File: src/rtl/quad_root_pkg.sv
package quad_root_pkg;

    // input coefficients b and c are signed with one integer bit
    localparam int DEF_DIN_WIDTH = 16;
    localparam int DEF_DIN_POINT = 14;

    // unsigned root; the radicand is twice this width
    localparam int DEF_SQRT_WIDTH = 12;
    localparam int DEF_SQRT_POINT = 9;

    // 16 entries
    localparam int DEF_FIFO_ADDR_WIDTH = 4;

    // register stages between din_valid and disc_valid
    localparam int DISC_LATENCY = 3;

    typedef enum logic [1:0] {
        SQ_IDLE,
        SQ_RUN,
        SQ_DONE
    } sqrt_state_e;

endpackage

File: src/rtl/discriminant_stage.sv
module discriminant_stage #(
    parameter int DIN_WIDTH  = quad_root_pkg::DEF_DIN_WIDTH,
    parameter int DIN_POINT  = quad_root_pkg::DEF_DIN_POINT,
    parameter int SQRT_WIDTH = quad_root_pkg::DEF_SQRT_WIDTH,
    parameter int SQRT_POINT = quad_root_pkg::DEF_SQRT_POINT
) (
    input  logic                        clk,
    input  logic                        rst_n,
    input  logic signed [DIN_WIDTH-1:0] b,
    input  logic signed [DIN_WIDTH-1:0] c,
    input  logic                        din_valid,
    output logic                        disc_neg,
    output logic [2*SQRT_WIDTH-1:0]     radicand,
    output logic signed [SQRT_WIDTH:0]  b_q,
    output logic                        disc_valid
);
    import quad_root_pkg::*;

    // b*b - 4c needs two guard bits over the plain product at point 2*DIN_POINT
    localparam int DISC_W    = 2 * DIN_WIDTH + 2;
    localparam int RAD_SHIFT = 2 * DIN_POINT - 2 * SQRT_POINT;

    logic signed [DISC_W-1:0]    b_ext;
    logic signed [DISC_W-1:0]    c_ext;
    logic signed [DIN_WIDTH-1:0] b_shift;

    logic signed [DISC_W-1:0]   b_sq_1;
    logic signed [DISC_W-1:0]   c4_1;
    logic signed [SQRT_WIDTH:0] b_q_1;
    logic                       valid_1;

    logic signed [DISC_W-1:0]   diff_2;
    logic signed [SQRT_WIDTH:0] b_q_2;
    logic                       valid_2;

    assign b_ext   = b;
    assign c_ext   = c;
    assign b_shift = b >>> (DIN_POINT - SQRT_POINT);

    // valid chain
    always_ff @(posedge clk or negedge rst_n) begin
        if (!rst_n) begin
            valid_1    <= 1'b0;
            valid_2    <= 1'b0;
            disc_valid <= 1'b0;
        end else begin
            valid_1    <= din_valid;
            valid_2    <= valid_1;
            disc_valid <= valid_2;
        end
    end

    always_ff @(posedge clk) begin
        // stage 1 registers b squared and 4c at point 2*DIN_POINT
        b_sq_1 <= b_ext * b_ext;
        c4_1   <= c_ext <<< (DIN_POINT + 2);
        b_q_1  <= b_shift[SQRT_WIDTH:0];
        // stage 2
        diff_2 <= b_sq_1 - c4_1;
        b_q_2  <= b_q_1;
        // stage 3 registers the sign and the floor cast to the radicand format
        disc_neg <= diff_2[DISC_W-1];
        radicand <= diff_2[DISC_W-1] ? '0 : diff_2[RAD_SHIFT +: 2*SQRT_WIDTH];
        b_q      <= b_q_2;
    end

    a_disc_latency: assert property (
        @(posedge clk) disable iff (!rst_n)
        disc_valid == $past(din_valid, DISC_LATENCY)
    );

endmodule

File: src/rtl/sample_fifo.sv
module sample_fifo #(
    parameter int FIFO_ADDR_WIDTH = quad_root_pkg::DEF_FIFO_ADDR_WIDTH,
    parameter int SQRT_WIDTH      = quad_root_pkg::DEF_SQRT_WIDTH,
    parameter int SKID            = quad_root_pkg::DISC_LATENCY
) (
    input  logic                       clk,
    input  logic                       rst_n,
    input  logic                       wr_valid,
    input  logic                       wr_neg,
    input  logic [2*SQRT_WIDTH-1:0]    wr_radicand,
    input  logic signed [SQRT_WIDTH:0] wr_b,
    output logic                       fifo_full,
    output logic                       head_neg,
    output logic [2*SQRT_WIDTH-1:0]    head_radicand,
    output logic signed [SQRT_WIDTH:0] head_b,
    output logic                       fifo_empty,
    input  logic                       pop
);

    localparam int DEPTH  = 1 << FIFO_ADDR_WIDTH;
    localparam int CNT_W  = FIFO_ADDR_WIDTH + 1;
    // entry is {neg, radicand, b}
    localparam int WORD_W = 1 + 2 * SQRT_WIDTH + SQRT_WIDTH + 1;

    logic [WORD_W-1:0]          mem [DEPTH];
    logic [FIFO_ADDR_WIDTH-1:0] wr_ptr;
    logic [FIFO_ADDR_WIDTH-1:0] rd_ptr;
    logic [CNT_W-1:0]           count;
    logic                       do_pop;

    assign do_pop     = pop && !fifo_empty;
    assign fifo_empty = (count == '0);
    // early full keeps room for every sample still in the discriminant pipe
    assign fifo_full  = (count >= CNT_W'(DEPTH - SKID));

    // first word fall through reads the head straight from the array
    assign {head_neg, head_radicand, head_b} = mem[rd_ptr];

    always_ff @(posedge clk) begin
        if (wr_valid) begin
            mem[wr_ptr] <= {wr_neg, wr_radicand, wr_b};
        end
    end

    always_ff @(posedge clk or negedge rst_n) begin
        if (!rst_n) begin
            wr_ptr <= '0;
            rd_ptr <= '0;
            count  <= '0;
        end else begin
            if (wr_valid) begin
                wr_ptr <= wr_ptr + 1'b1;
            end
            if (do_pop) begin
                rd_ptr <= rd_ptr + 1'b1;
            end
            case ({wr_valid, do_pop})
                2'b10: count <= count + 1'b1;
                2'b01: count <= count - 1'b1;
                default: count <= count;
            endcase
        end
    end

    a_no_overflow: assert property (
        @(posedge clk) disable iff (!rst_n)
        wr_valid |-> (count != CNT_W'(DEPTH))
    );

    a_no_underflow: assert property (
        @(posedge clk) disable iff (!rst_n)
        pop |-> !fifo_empty
    );

endmodule

File: src/rtl/iterative_sqrt.sv
module iterative_sqrt #(
    parameter int SQRT_WIDTH = quad_root_pkg::DEF_SQRT_WIDTH
) (
    input  logic                       clk,
    input  logic                       rst_n,
    input  logic                       fifo_empty,
    input  logic                       head_neg,
    input  logic [2*SQRT_WIDTH-1:0]    head_radicand,
    input  logic signed [SQRT_WIDTH:0] head_b,
    output logic                       pop,
    output logic [SQRT_WIDTH-1:0]      root,
    output logic                       root_neg,
    output logic signed [SQRT_WIDTH:0] root_b,
    output logic                       root_valid
);
    import quad_root_pkg::*;

    // remainder stays below 2*root+1 before the shift in of two radicand bits
    localparam int REM_W = SQRT_WIDTH + 3;
    localparam int CNT_W = $clog2(SQRT_WIDTH);

    sqrt_state_e state;
    sqrt_state_e state_next;

    logic [CNT_W-1:0]           iter;
    logic                       last_iter;
    logic [2*SQRT_WIDTH-1:0]    rad_r;
    logic [REM_W-1:0]           rem_r;
    logic [SQRT_WIDTH-1:0]      q_r;
    logic                       neg_r;
    logic signed [SQRT_WIDTH:0] b_r;

    logic [REM_W-1:0] rem_sh;
    logic [REM_W-1:0] trial_div;
    logic [REM_W:0]   trial;

    assign pop       = (state == SQ_IDLE) && !fifo_empty;
    assign last_iter = (iter == CNT_W'(SQRT_WIDTH - 1));

    // bring down the next two radicand bits and try 4q+1
    assign rem_sh    = {rem_r[REM_W-3:0], rad_r[2*SQRT_WIDTH-1 -: 2]};
    assign trial_div = {1'b0, q_r, 2'b01};
    assign trial     = {1'b0, rem_sh} - {1'b0, trial_div};

    always_comb begin
        state_next = state;
        case (state)
            SQ_IDLE: begin
                if (pop) begin
                    // negative discriminant has nothing to iterate on
                    state_next = head_neg ? SQ_DONE : SQ_RUN;
                end
            end
            SQ_RUN: begin
                if (last_iter) begin
                    state_next = SQ_DONE;
                end
            end
            SQ_DONE: begin
                state_next = SQ_IDLE;
            end
            default: begin
                state_next = SQ_IDLE;
            end
        endcase
    end

    always_ff @(posedge clk or negedge rst_n) begin
        if (!rst_n) begin
            state      <= SQ_IDLE;
            iter       <= '0;
            root_valid <= 1'b0;
        end else begin
            state      <= state_next;
            iter       <= (state == SQ_RUN) ? iter + 1'b1 : '0;
            root_valid <= (state == SQ_DONE);
        end
    end

    always_ff @(posedge clk) begin
        if (pop) begin
            rad_r <= head_radicand;
            rem_r <= '0;
            q_r   <= '0;
            neg_r <= head_neg;
            b_r   <= head_b;
        end else if (state == SQ_RUN) begin
            rad_r <= rad_r << 2;
            if (!trial[REM_W]) begin
                rem_r <= trial[REM_W-1:0];
                q_r   <= {q_r[SQRT_WIDTH-2:0], 1'b1};
            end else begin
                // restore by keeping the shifted remainder
                rem_r <= rem_sh;
                q_r   <= {q_r[SQRT_WIDTH-2:0], 1'b0};
            end
        end
        if (state == SQ_DONE) begin
            root     <= q_r;
            root_neg <= neg_r;
            root_b   <= b_r;
        end
    end

    // a positive entry runs every iteration before its result
    a_run_latency: assert property (
        @(posedge clk) disable iff (!rst_n)
        (pop && !head_neg) |-> ##(SQRT_WIDTH + 2) root_valid
    );

    // a negative entry skips the iterations
    a_bypass_latency: assert property (
        @(posedge clk) disable iff (!rst_n)
        (pop && head_neg) |-> ##2 root_valid
    );

endmodule

File: src/rtl/root_combine.sv
module root_combine #(
    parameter int SQRT_WIDTH = quad_root_pkg::DEF_SQRT_WIDTH
) (
    input  logic                         clk,
    input  logic                         rst_n,
    input  logic [SQRT_WIDTH-1:0]        root,
    input  logic                         root_neg,
    input  logic signed [SQRT_WIDTH:0]   root_b,
    input  logic                         root_valid,
    output logic signed [SQRT_WIDTH+1:0] x1,
    output logic signed [SQRT_WIDTH+1:0] x2,
    output logic                         out_valid,
    output logic                         out_error
);

    // one bit over b_q so that -b plus or minus root cannot wrap
    localparam int OUT_W = SQRT_WIDTH + 2;

    logic signed [OUT_W-1:0] b_ext;
    logic signed [OUT_W-1:0] r_ext;
    logic signed [OUT_W-1:0] neg_b;
    logic signed [OUT_W-1:0] sum_p;
    logic signed [OUT_W-1:0] sum_m;
    logic signed [OUT_W-1:0] half_p;
    logic signed [OUT_W-1:0] half_m;

    assign b_ext = root_b;
    assign r_ext = {2'b00, root};
    assign neg_b = -b_ext;
    assign sum_p = neg_b + r_ext;
    assign sum_m = neg_b - r_ext;

    // halving by arithmetic shift floors toward minus infinity
    assign half_p = sum_p >>> 1;
    assign half_m = sum_m >>> 1;

    always_ff @(posedge clk or negedge rst_n) begin
        if (!rst_n) begin
            out_valid <= 1'b0;
            out_error <= 1'b0;
        end else begin
            out_valid <= root_valid;
            out_error <= root_valid && root_neg;
        end
    end

    always_ff @(posedge clk) begin
        if (root_valid) begin
            x1 <= root_neg ? '0 : half_p;
            x2 <= root_neg ? '0 : half_m;
        end
    end

endmodule

File: src/rtl/quad_root_top.sv
module quad_root_top #(
    parameter int DIN_WIDTH       = quad_root_pkg::DEF_DIN_WIDTH,
    parameter int DIN_POINT       = quad_root_pkg::DEF_DIN_POINT,
    parameter int SQRT_WIDTH      = quad_root_pkg::DEF_SQRT_WIDTH,
    parameter int SQRT_POINT      = quad_root_pkg::DEF_SQRT_POINT,
    parameter int FIFO_ADDR_WIDTH = quad_root_pkg::DEF_FIFO_ADDR_WIDTH
) (
    input  logic                         clk,
    input  logic                         rst_n,
    input  logic signed [DIN_WIDTH-1:0]  b,
    input  logic signed [DIN_WIDTH-1:0]  c,
    input  logic                         din_valid,
    output logic                         fifo_full,
    output logic signed [SQRT_WIDTH+1:0] x1,
    output logic signed [SQRT_WIDTH+1:0] x2,
    output logic                         out_valid,
    output logic                         out_error
);
    import quad_root_pkg::*;

    // discriminant pipe to fifo
    logic                       disc_neg;
    logic [2*SQRT_WIDTH-1:0]    radicand;
    logic signed [SQRT_WIDTH:0] b_q;
    logic                       disc_valid;

    // fifo head to sqrt
    logic                       head_neg;
    logic [2*SQRT_WIDTH-1:0]    head_radicand;
    logic signed [SQRT_WIDTH:0] head_b;
    logic                       fifo_empty;
    logic                       pop;

    // sqrt to output stage
    logic [SQRT_WIDTH-1:0]      root;
    logic                       root_neg;
    logic signed [SQRT_WIDTH:0] root_b;
    logic                       root_valid;

    discriminant_stage #(
        .DIN_WIDTH  (DIN_WIDTH),
        .DIN_POINT  (DIN_POINT),
        .SQRT_WIDTH (SQRT_WIDTH),
        .SQRT_POINT (SQRT_POINT)
    ) disc0 (
        .clk        (clk),
        .rst_n      (rst_n),
        .b          (b),
        .c          (c),
        .din_valid  (din_valid),
        .disc_neg   (disc_neg),
        .radicand   (radicand),
        .b_q        (b_q),
        .disc_valid (disc_valid)
    );

    sample_fifo #(
        .FIFO_ADDR_WIDTH (FIFO_ADDR_WIDTH),
        .SQRT_WIDTH      (SQRT_WIDTH),
        .SKID            (DISC_LATENCY)
    ) fifo0 (
        .clk           (clk),
        .rst_n         (rst_n),
        .wr_valid      (disc_valid),
        .wr_neg        (disc_neg),
        .wr_radicand   (radicand),
        .wr_b          (b_q),
        .fifo_full     (fifo_full),
        .head_neg      (head_neg),
        .head_radicand (head_radicand),
        .head_b        (head_b),
        .fifo_empty    (fifo_empty),
        .pop           (pop)
    );

    iterative_sqrt #(
        .SQRT_WIDTH (SQRT_WIDTH)
    ) sqrt0 (
        .clk           (clk),
        .rst_n         (rst_n),
        .fifo_empty    (fifo_empty),
        .head_neg      (head_neg),
        .head_radicand (head_radicand),
        .head_b        (head_b),
        .pop           (pop),
        .root          (root),
        .root_neg      (root_neg),
        .root_b        (root_b),
        .root_valid    (root_valid)
    );

    root_combine #(
        .SQRT_WIDTH (SQRT_WIDTH)
    ) comb0 (
        .clk        (clk),
        .rst_n      (rst_n),
        .root       (root),
        .root_neg   (root_neg),
        .root_b     (root_b),
        .root_valid (root_valid),
        .x1         (x1),
        .x2         (x2),
        .out_valid  (out_valid),
        .out_error  (out_error)
    );

endmodule

File: config.mk
export PLATFORM = sky130hd
export DESIGN_NAME = quad_root_top
export DESIGN_NICKNAME = d
export VERILOG_FILES = /design/src/rtl/quad_root_pkg.sv /design/src/rtl/discriminant_stage.sv /design/src/rtl/sample_fifo.sv /design/src/rtl/iterative_sqrt.sv /design/src/rtl/root_combine.sv /design/src/rtl/quad_root_top.sv
export SDC_FILE = /design/constraint.sdc
export NUM_CORES = 2
export LEC_CHECK = 0
export BUFFER_PORTS_ARGS = -buffer_cell sky130_fd_sc_hd__buf_4
export CORE_MARGIN = 2
export CORE_UTILIZATION = 65
export CTS_BUF_LIST = sky130_fd_sc_hd__clkbuf_4 sky130_fd_sc_hd__clkbuf_8
export DETAILED_ROUTE_END_ITERATION = 7
export GPL_ROUTABILITY_DRIVEN = 0
export GPL_TIMING_DRIVEN = 0
export PLACE_DENSITY_LB_ADDON = 0.08
export SYNTH_ARGS = -nofsm -noshare
export SYNTH_HDL_FRONTEND = slang
export SYNTH_SLANG_ARGS = --single-unit
File: constraint.sdc
create_clock -name clk -period 4.22 [get_ports clk]
set_input_delay 0 -clock clk [delete_from_list [all_inputs] [get_ports clk]]
set_output_delay 0 -clock clk [all_outputs]
set_load 0.02 [all_outputs]
Yosys cells after proc, flatten, opt, wreduce, memory -nomap -nowiden
Memory sizes are Yosys's and may differ from the RTL's.
Cells that the tools add are included.
{"block": "word_totals", "ff_bits": 282, "ramBits": 608, "in_bits": 35, "output_inout_bits": 31, "wordCells": 71, "mem_count": 1}
{"block": "classes", "n_addsub": 10, "n_mul": 1, "order_cmp": 1, "eq_ne": 7, "n_mux": 12, "n_reduce_logical": 9}
{"memory": "fifo0.mem", "words": 16, "word_bits": 38, "read_ports": 1, "rd_clocked_by_memory_dff": 0, "wr": 1, "line": "sample_fifo.sv:25", "rtl": "logic [WORD_W-1:0] mem [DEPTH];"}
{"operator": "24-bit 2-to-1 mux", "count": 2}
{"operator": "34-bit by 32-bit subtractor with 34-bit output", "count": 1}
{"operator": "16-bit by 16-bit multiplier with 32-bit output", "count": 1}
{"operator": "15-bit by 14-bit subtractor with 16-bit output", "count": 1}
{"operator": "14-bit by 13-bit adder with 14-bit output", "count": 1}
{"operator": "13-bit negation with 14-bit output", "count": 1}
{"operator": "14-bit by 13-bit subtractor with 14-bit output", "count": 1}
{"operator": "13-bit 2-to-1 mux", "count": 1}
{"operator": "4-bit by 1-bit adder with 4-bit output, second input constant", "count": 3}
{"operator": "5-bit case mux with 2 select lines", "count": 1}
{"operator": "2-bit 2-to-1 mux", "count": 3}
{"operator": "5-bit by 1-bit adder with 5-bit output, second input constant", "count": 1}
{"operator": "5-bit by 4-bit greater-or-equal comparator with 1-bit output, second input constant", "count": 1}
{"operator": "5-bit logical NOT", "count": 1}
{"operator": "5-bit by 1-bit subtractor with 5-bit output, second input constant", "count": 1}
{"operator": "2-bit by 1-bit equality test with 1-bit output, second input constant", "count": 2}
{"operator": "2-bit equality test, second input constant", "count": 2}
{"operator": "4-bit equality test, second input constant", "count": 1}
{"operator": "4-bit 2-to-1 mux", "count": 1}
{"operator": "2-bit case mux with 2 select lines", "count": 1}
{"operator": "2-bit nonzero test", "count": 2}
{"operator": "1-bit logical AND", "count": 3}
{"operator": "1-bit 2-to-1 mux", "count": 3}
{"operator": "2-bit logical NOT", "count": 1}
{"operator": "other kinds (4)", "count": 4}

Logic depth before layout (Yosys ltp)
{"block": "depth", "word_depth": 6, "mapped_depth": 23, "ltp_nobuf": 23}

Modules after synthesis
From an unflattened synthesis, not the netlist that was laid out.
{"block": "unflattened", "hier_cells": 2982, "hier_area_um2": 42869.9}
{"mod": "sample_fifo", "instances": 1, "cells_per_inst": 1178, "area_each_um2": 24194.5, "seq_area_each_um2": 18582.8}
{"mod": "discriminant_stage", "instances": 1, "cells_per_inst": 1245, "area_each_um2": 12177.9, "seq_area_each_um2": 2437.3}
{"mod": "iterative_sqrt", "instances": 1, "cells_per_inst": 294, "area_each_um2": 4021.4, "seq_area_each_um2": 2597.5}
{"mod": "root_combine", "instances": 1, "cells_per_inst": 265, "area_each_um2": 2476.1, "seq_area_each_um2": 830.8}

Worst setup path before layout
OpenSTA, ideal clock, no wires.
{"block": "synth_path", "path_type": "input to register", "start": "in b[15]", "end": "reg disc0.b_sq_1[32]", "setup_time_ns": 0.072, "arrival_ns": 5.532, "t_required_ns": 4.148, "slack_ns": -1.384, "cell_stages": 22, "n_path_buf": 2, "cell_sequence": "clkbuf_1 -> buf_1 -> nand2_1 -> fa_1 -> inv_1 -> fa_1 -> inv_1 -> fa_1 -> inv_1 -> fa_1 -> fa_1 -> inv_1 -> fa_1 -> inv_1 -> ha_1 -> and2_1 -> o21ai_0 -> a21oi_1 -> and3_1 -> a211o_2 -> a21oi_1 -> xnor2_1"}
{"block": "synth_between", "elab_chain_cells": 1}
{"item": "from (decl)", "line": "quad_root_top.sv:10", "rtl": "input logic signed [DIN_WIDTH-1:0] b,"}
{"item": "16-bit by 16-bit multiplier with 32-bit output", "line": "discriminant_stage.sv:55", "rtl": "b_sq_1 <= b_ext * b_ext;"}
{"item": "to (signal assigned)", "line": "discriminant_stage.sv:55"}
{"item": "to (decl)", "line": "discriminant_stage.sv:27", "rtl": "logic signed [DISC_W-1:0] b_sq_1;"}
Every way passes these cells.
A chain may end at the register's enable or synchronous reset.

Worst setup path in the final report
{"block": "layout_path", "start": "in b[12]", "end": "reg disc0.b_sq_1[27]"}
Same word-level chain as after synthesis.

==> impl_metrics.json <==
{
  "synth_cell_type_count": 70,
  "critical_path_class": "input pin to flop",
  "wl_per_cell_um": 23.2,
  "fin_cells": 3935,
  "fillers": 3506,
  "dp_cells": 3564,
  "slowest_stage": "fa_1",
  "violations": "negative setup slack",
  "period_minus_slack_ns": 4.73,
  "grt_max_degree": 29,
  "final_common_cell": "edfxtp_1",
  "die_h_um": 252,
  "fin_hold_ws_ns": 0.0571,
  "place_area_sq_um": 42400,
  "ys.flop_type": "edfxtp_1",
  "drt_iter0_markers": 1844,
  "worstMarginPinSlew_ns": 1.20,
  "dr_total_vias": 23181,
  "cts_made_buffers": 130,
  "netlist_instances": 2681,
  "grt_pass1_wl_mm": 138,
  "post-route-period-util": 1.12,
  "area_delta_synth_final_pct": 17.3,
  "synth_edf_count": 646,
  "layout_setup_ws_ns": -0.506,
  "cts_tree": "yes",
  "post-route-cell-area_sq_um": 47000,
  "grt_overflow": 0,
  "row_count": 91,
  "start_util": 0.653,
  "syn_area_sq_um": 40100,
  "io_buffer_count": 65,
  "status": "complete, but fails checks",
  "critical_path.top_delay_family": "adder cells",
  "startpoint": "b[12]",
  "yosysSeqAreaShare": 0.572,
  "cts_buffer_depth": 3,
  "fmax_mhz": 212,
  "worstSetupEndpointType": "flop",
  "first_pass_iters": 5,
  "final_core_util": 0.766,
  "synthArstFlopShare": 0.0307,
  "coreArea_sq_um": 61400,
  "required_ns": 4.91,
  "routed_wirelength_mm": 91.2,
  "ios": 66,
  "worstHoldPathType": "input pin to flop",
  "fin_nets": 3463,
  "antenna_found_initial": 4,
  "hold_viol": 0,
  "grt_usage": 0.294,
  "clk_pin_slew_ns": 0.06,
  "clock-sinks": 815,
  "r2r-start": "fifo0.count[0]$_DFFE_PN0P_",
  "root_buffer": "clkbuf_8",
  "r2r_slack_ns": 0.49,
  "cap_violations": 0,
  "skew_ns": 0.0405,
  "grt_pass1_vias": 24358,
  "final_cell_mix": "edfxtp_1, inv_1, fa_1, mux4_2, nand2_1",
  "avgSynthCellArea_sq_um": 14.9,
  "worst_path_most_repeated_cell": "fa_1",
  "ant_nets": 0,
  "worstPathArrival_ns": 5.41,
  "viasPerCell": 5.89,
  "ys_seq_elements": 815,
  "startpoint_type": "input pin",
  "path_buf_inv": 6,
  "cp_num_cells": 23,
  "cts.htree.levels": 4,
  "timing.rr.end": "fifo0.count[4]$_DFFE_PN0P_",
  "die_area_sq_um": 63700,
  "worstPathCellList": "buf_12 -> clkinvlp_4 -> buf_12 -> nor2_4 -> ha_4 -> xor2_1 -> fa_2 -> fa_1 -> inv_1 -> fa_1 -> fa_1 -> inv_1 -> fa_1 -> inv_1 -> ha_4 -> and4_1 -> a21oi_2 -> a21oi_2 -> a211oi_4 -> a31oi_4 -> and4_4 -> a2111oi_4 -> xnor2_1",
  "cp-endpoint": "disc0.b_sq_1[27]$_DFF_P_",
  "slowest_delay_ns": 0.51,
  "die_x_um": 252,
  "yosysWarnings": 0,
  "synthesis.nets": 3106,
  "clock_latency_ns": 0.78,
  "cp_max_fo": 5,
  "drive_gt1_frac": 0.252,
  "finalMaxSlewViolations": 0,
  "place_hpwl_mm": 59.1,
  "rr_worst_depth": 14,
  "rsz0062_at_grt": "yes",
  "drc": 0,
  "finalSetupViolations": 18,
  "slew_headroom": 0.202
}
## kinds of logic after synthesis
kind of cell,synth area share
flops,0.572
buf+inv,0.0479
simple gates,0.0582
fa+ha+maj,0.166
compound gates,0.0347
mux,0.101
xor+xnor,0.0208
## registers in the layout, indices dropped and copies added (netlist names), 2 cells and up
register,count
sqrt0.b_r,11
fifo0.mem,560
disc0.radicand,23
sqrt0.q_r,12
disc0.c4_1,16
fifo0.wr_ptr,4
disc0.diff_2,24
disc0.b_q_1,11
sqrt0.state,2
sqrt0.iter,4
sqrt0.root,12
disc0.b_q,11
sqrt0.root_b,11
fifo0.count,5
disc0.b_sq_1,22
disc0.b_q_2,11
comb0.x2,13
comb0.x1,13
fifo0.rd_ptr,4
sqrt0.rem_r,13
sqrt0.rad_r,24
## stage by stage
stage                     TNS (ns)  worst slack, ns
after CTS                    -3.12           -0.381
after floorplan             -10.51           -0.819
after detailed placement    -25.57            -1.69
after global placement     -331.65            -3.11
final                        -4.98           -0.506
after global routing         -6.84           -0.586
## per-layer routing
metal | vias up | GRT usage | part of all wire
li1 | 10124 | - | -
met1 | 11860 | 0.378 | 0.38
met2 | 981 | 0.501 | 0.51
met3 | 214 | 0.0541 | 0.072
met4 | 2 | 0.120 | 0.036
met5 | - | 0 | 0.000088
## cells in the mapped netlist, types with 4 or more instances
library cell / number / area [sq um]
edfxtp_1: 646 / 19400
inv_1: 407 / 1530
fa_1: 238 / 4760
nand2_1: 188 / 706
mux4_2: 175 / 3940
ha_1: 152 / 1900
dfxtp_1: 144 / 2880
nor2_1: 96 / 360
a21oi_1: 69 / 345
xnor2_1: 67 / 587
clkbuf_1: 66 / 248
and2_1: 52 / 325
o21ai_0: 46 / 230
nor2b_1: 39 / 244
xor2_1: 28 / 245
a21o_1: 27 / 203
dfrtp_1: 25 / 626
nor3_1: 25 / 125
nand3_1: 23 / 115
buf_2: 16 / 80.1
and3_1: 14 / 87.6
nand2b_1: 11 / 68.8
or3_1: 10 / 62.6
nand4_1: 9 / 56.3
mux2i_1: 8 / 80.1
o21a_1: 8 / 60.1
a211oi_1: 7 / 52.6
o21bai_1: 7 / 52.6
a31o_2: 6 / 52.6
buf_1: 6 / 22.5
buf_4: 5 / 37.5
nor3b_1: 4 / 30.0
o31ai_1: 4 / 30.0
## worst min-delay path by stage
stage,slack (ns),cells past startpoint,end,startpoint
finish,0.06,2,disc0.b_q_1[8]$_DFF_P_,b[13]
global route,0.02,2,disc0.b_q_1[8]$_DFF_P_,b[13]
CTS,0.004,2,disc0.b_q_1[8]$_DFF_P_,b[13]
detailed placement,-0.05,1,sqrt0.root_valid$_DFF_PN0_,rst_n
global placement,-0.06,1,sqrt0.root_valid$_DFF_PN0_,rst_n
floorplan,-0.30,0,comb0.out_error$_DFF_PN0_,rst_n
## cell type report
type	count	area, sq um	share of cell area
diodes	2	5.00	0.000106
well taps	790	988	0.0210
clock buffers	190	2300	0.0488
inverters	408	1560	0.0331
flip-flops and latches	815	22900	0.487
repair buffers	227	2290	0.0487
plain buffers	91	727	0.0155
multi-input cells	1365	15900	0.338
clock inverters	47	330	0.00703
## repair_timing
action / 4_1_cts / 5_1_grt
buffers inserted: 56 / 19
cloned: 2 / 1
hold buffers: 56 / 0
pin swaps: 64 / 66
endpoints found under the hold margin: 53 / 0
endpoints found under the setup margin: 19 / 19
gates resized for setup: 132 / 59
Power is left out: the tool's default activity adds up to more than one toggle a clock period on the data nets, which glitch-free logic cannot reach.
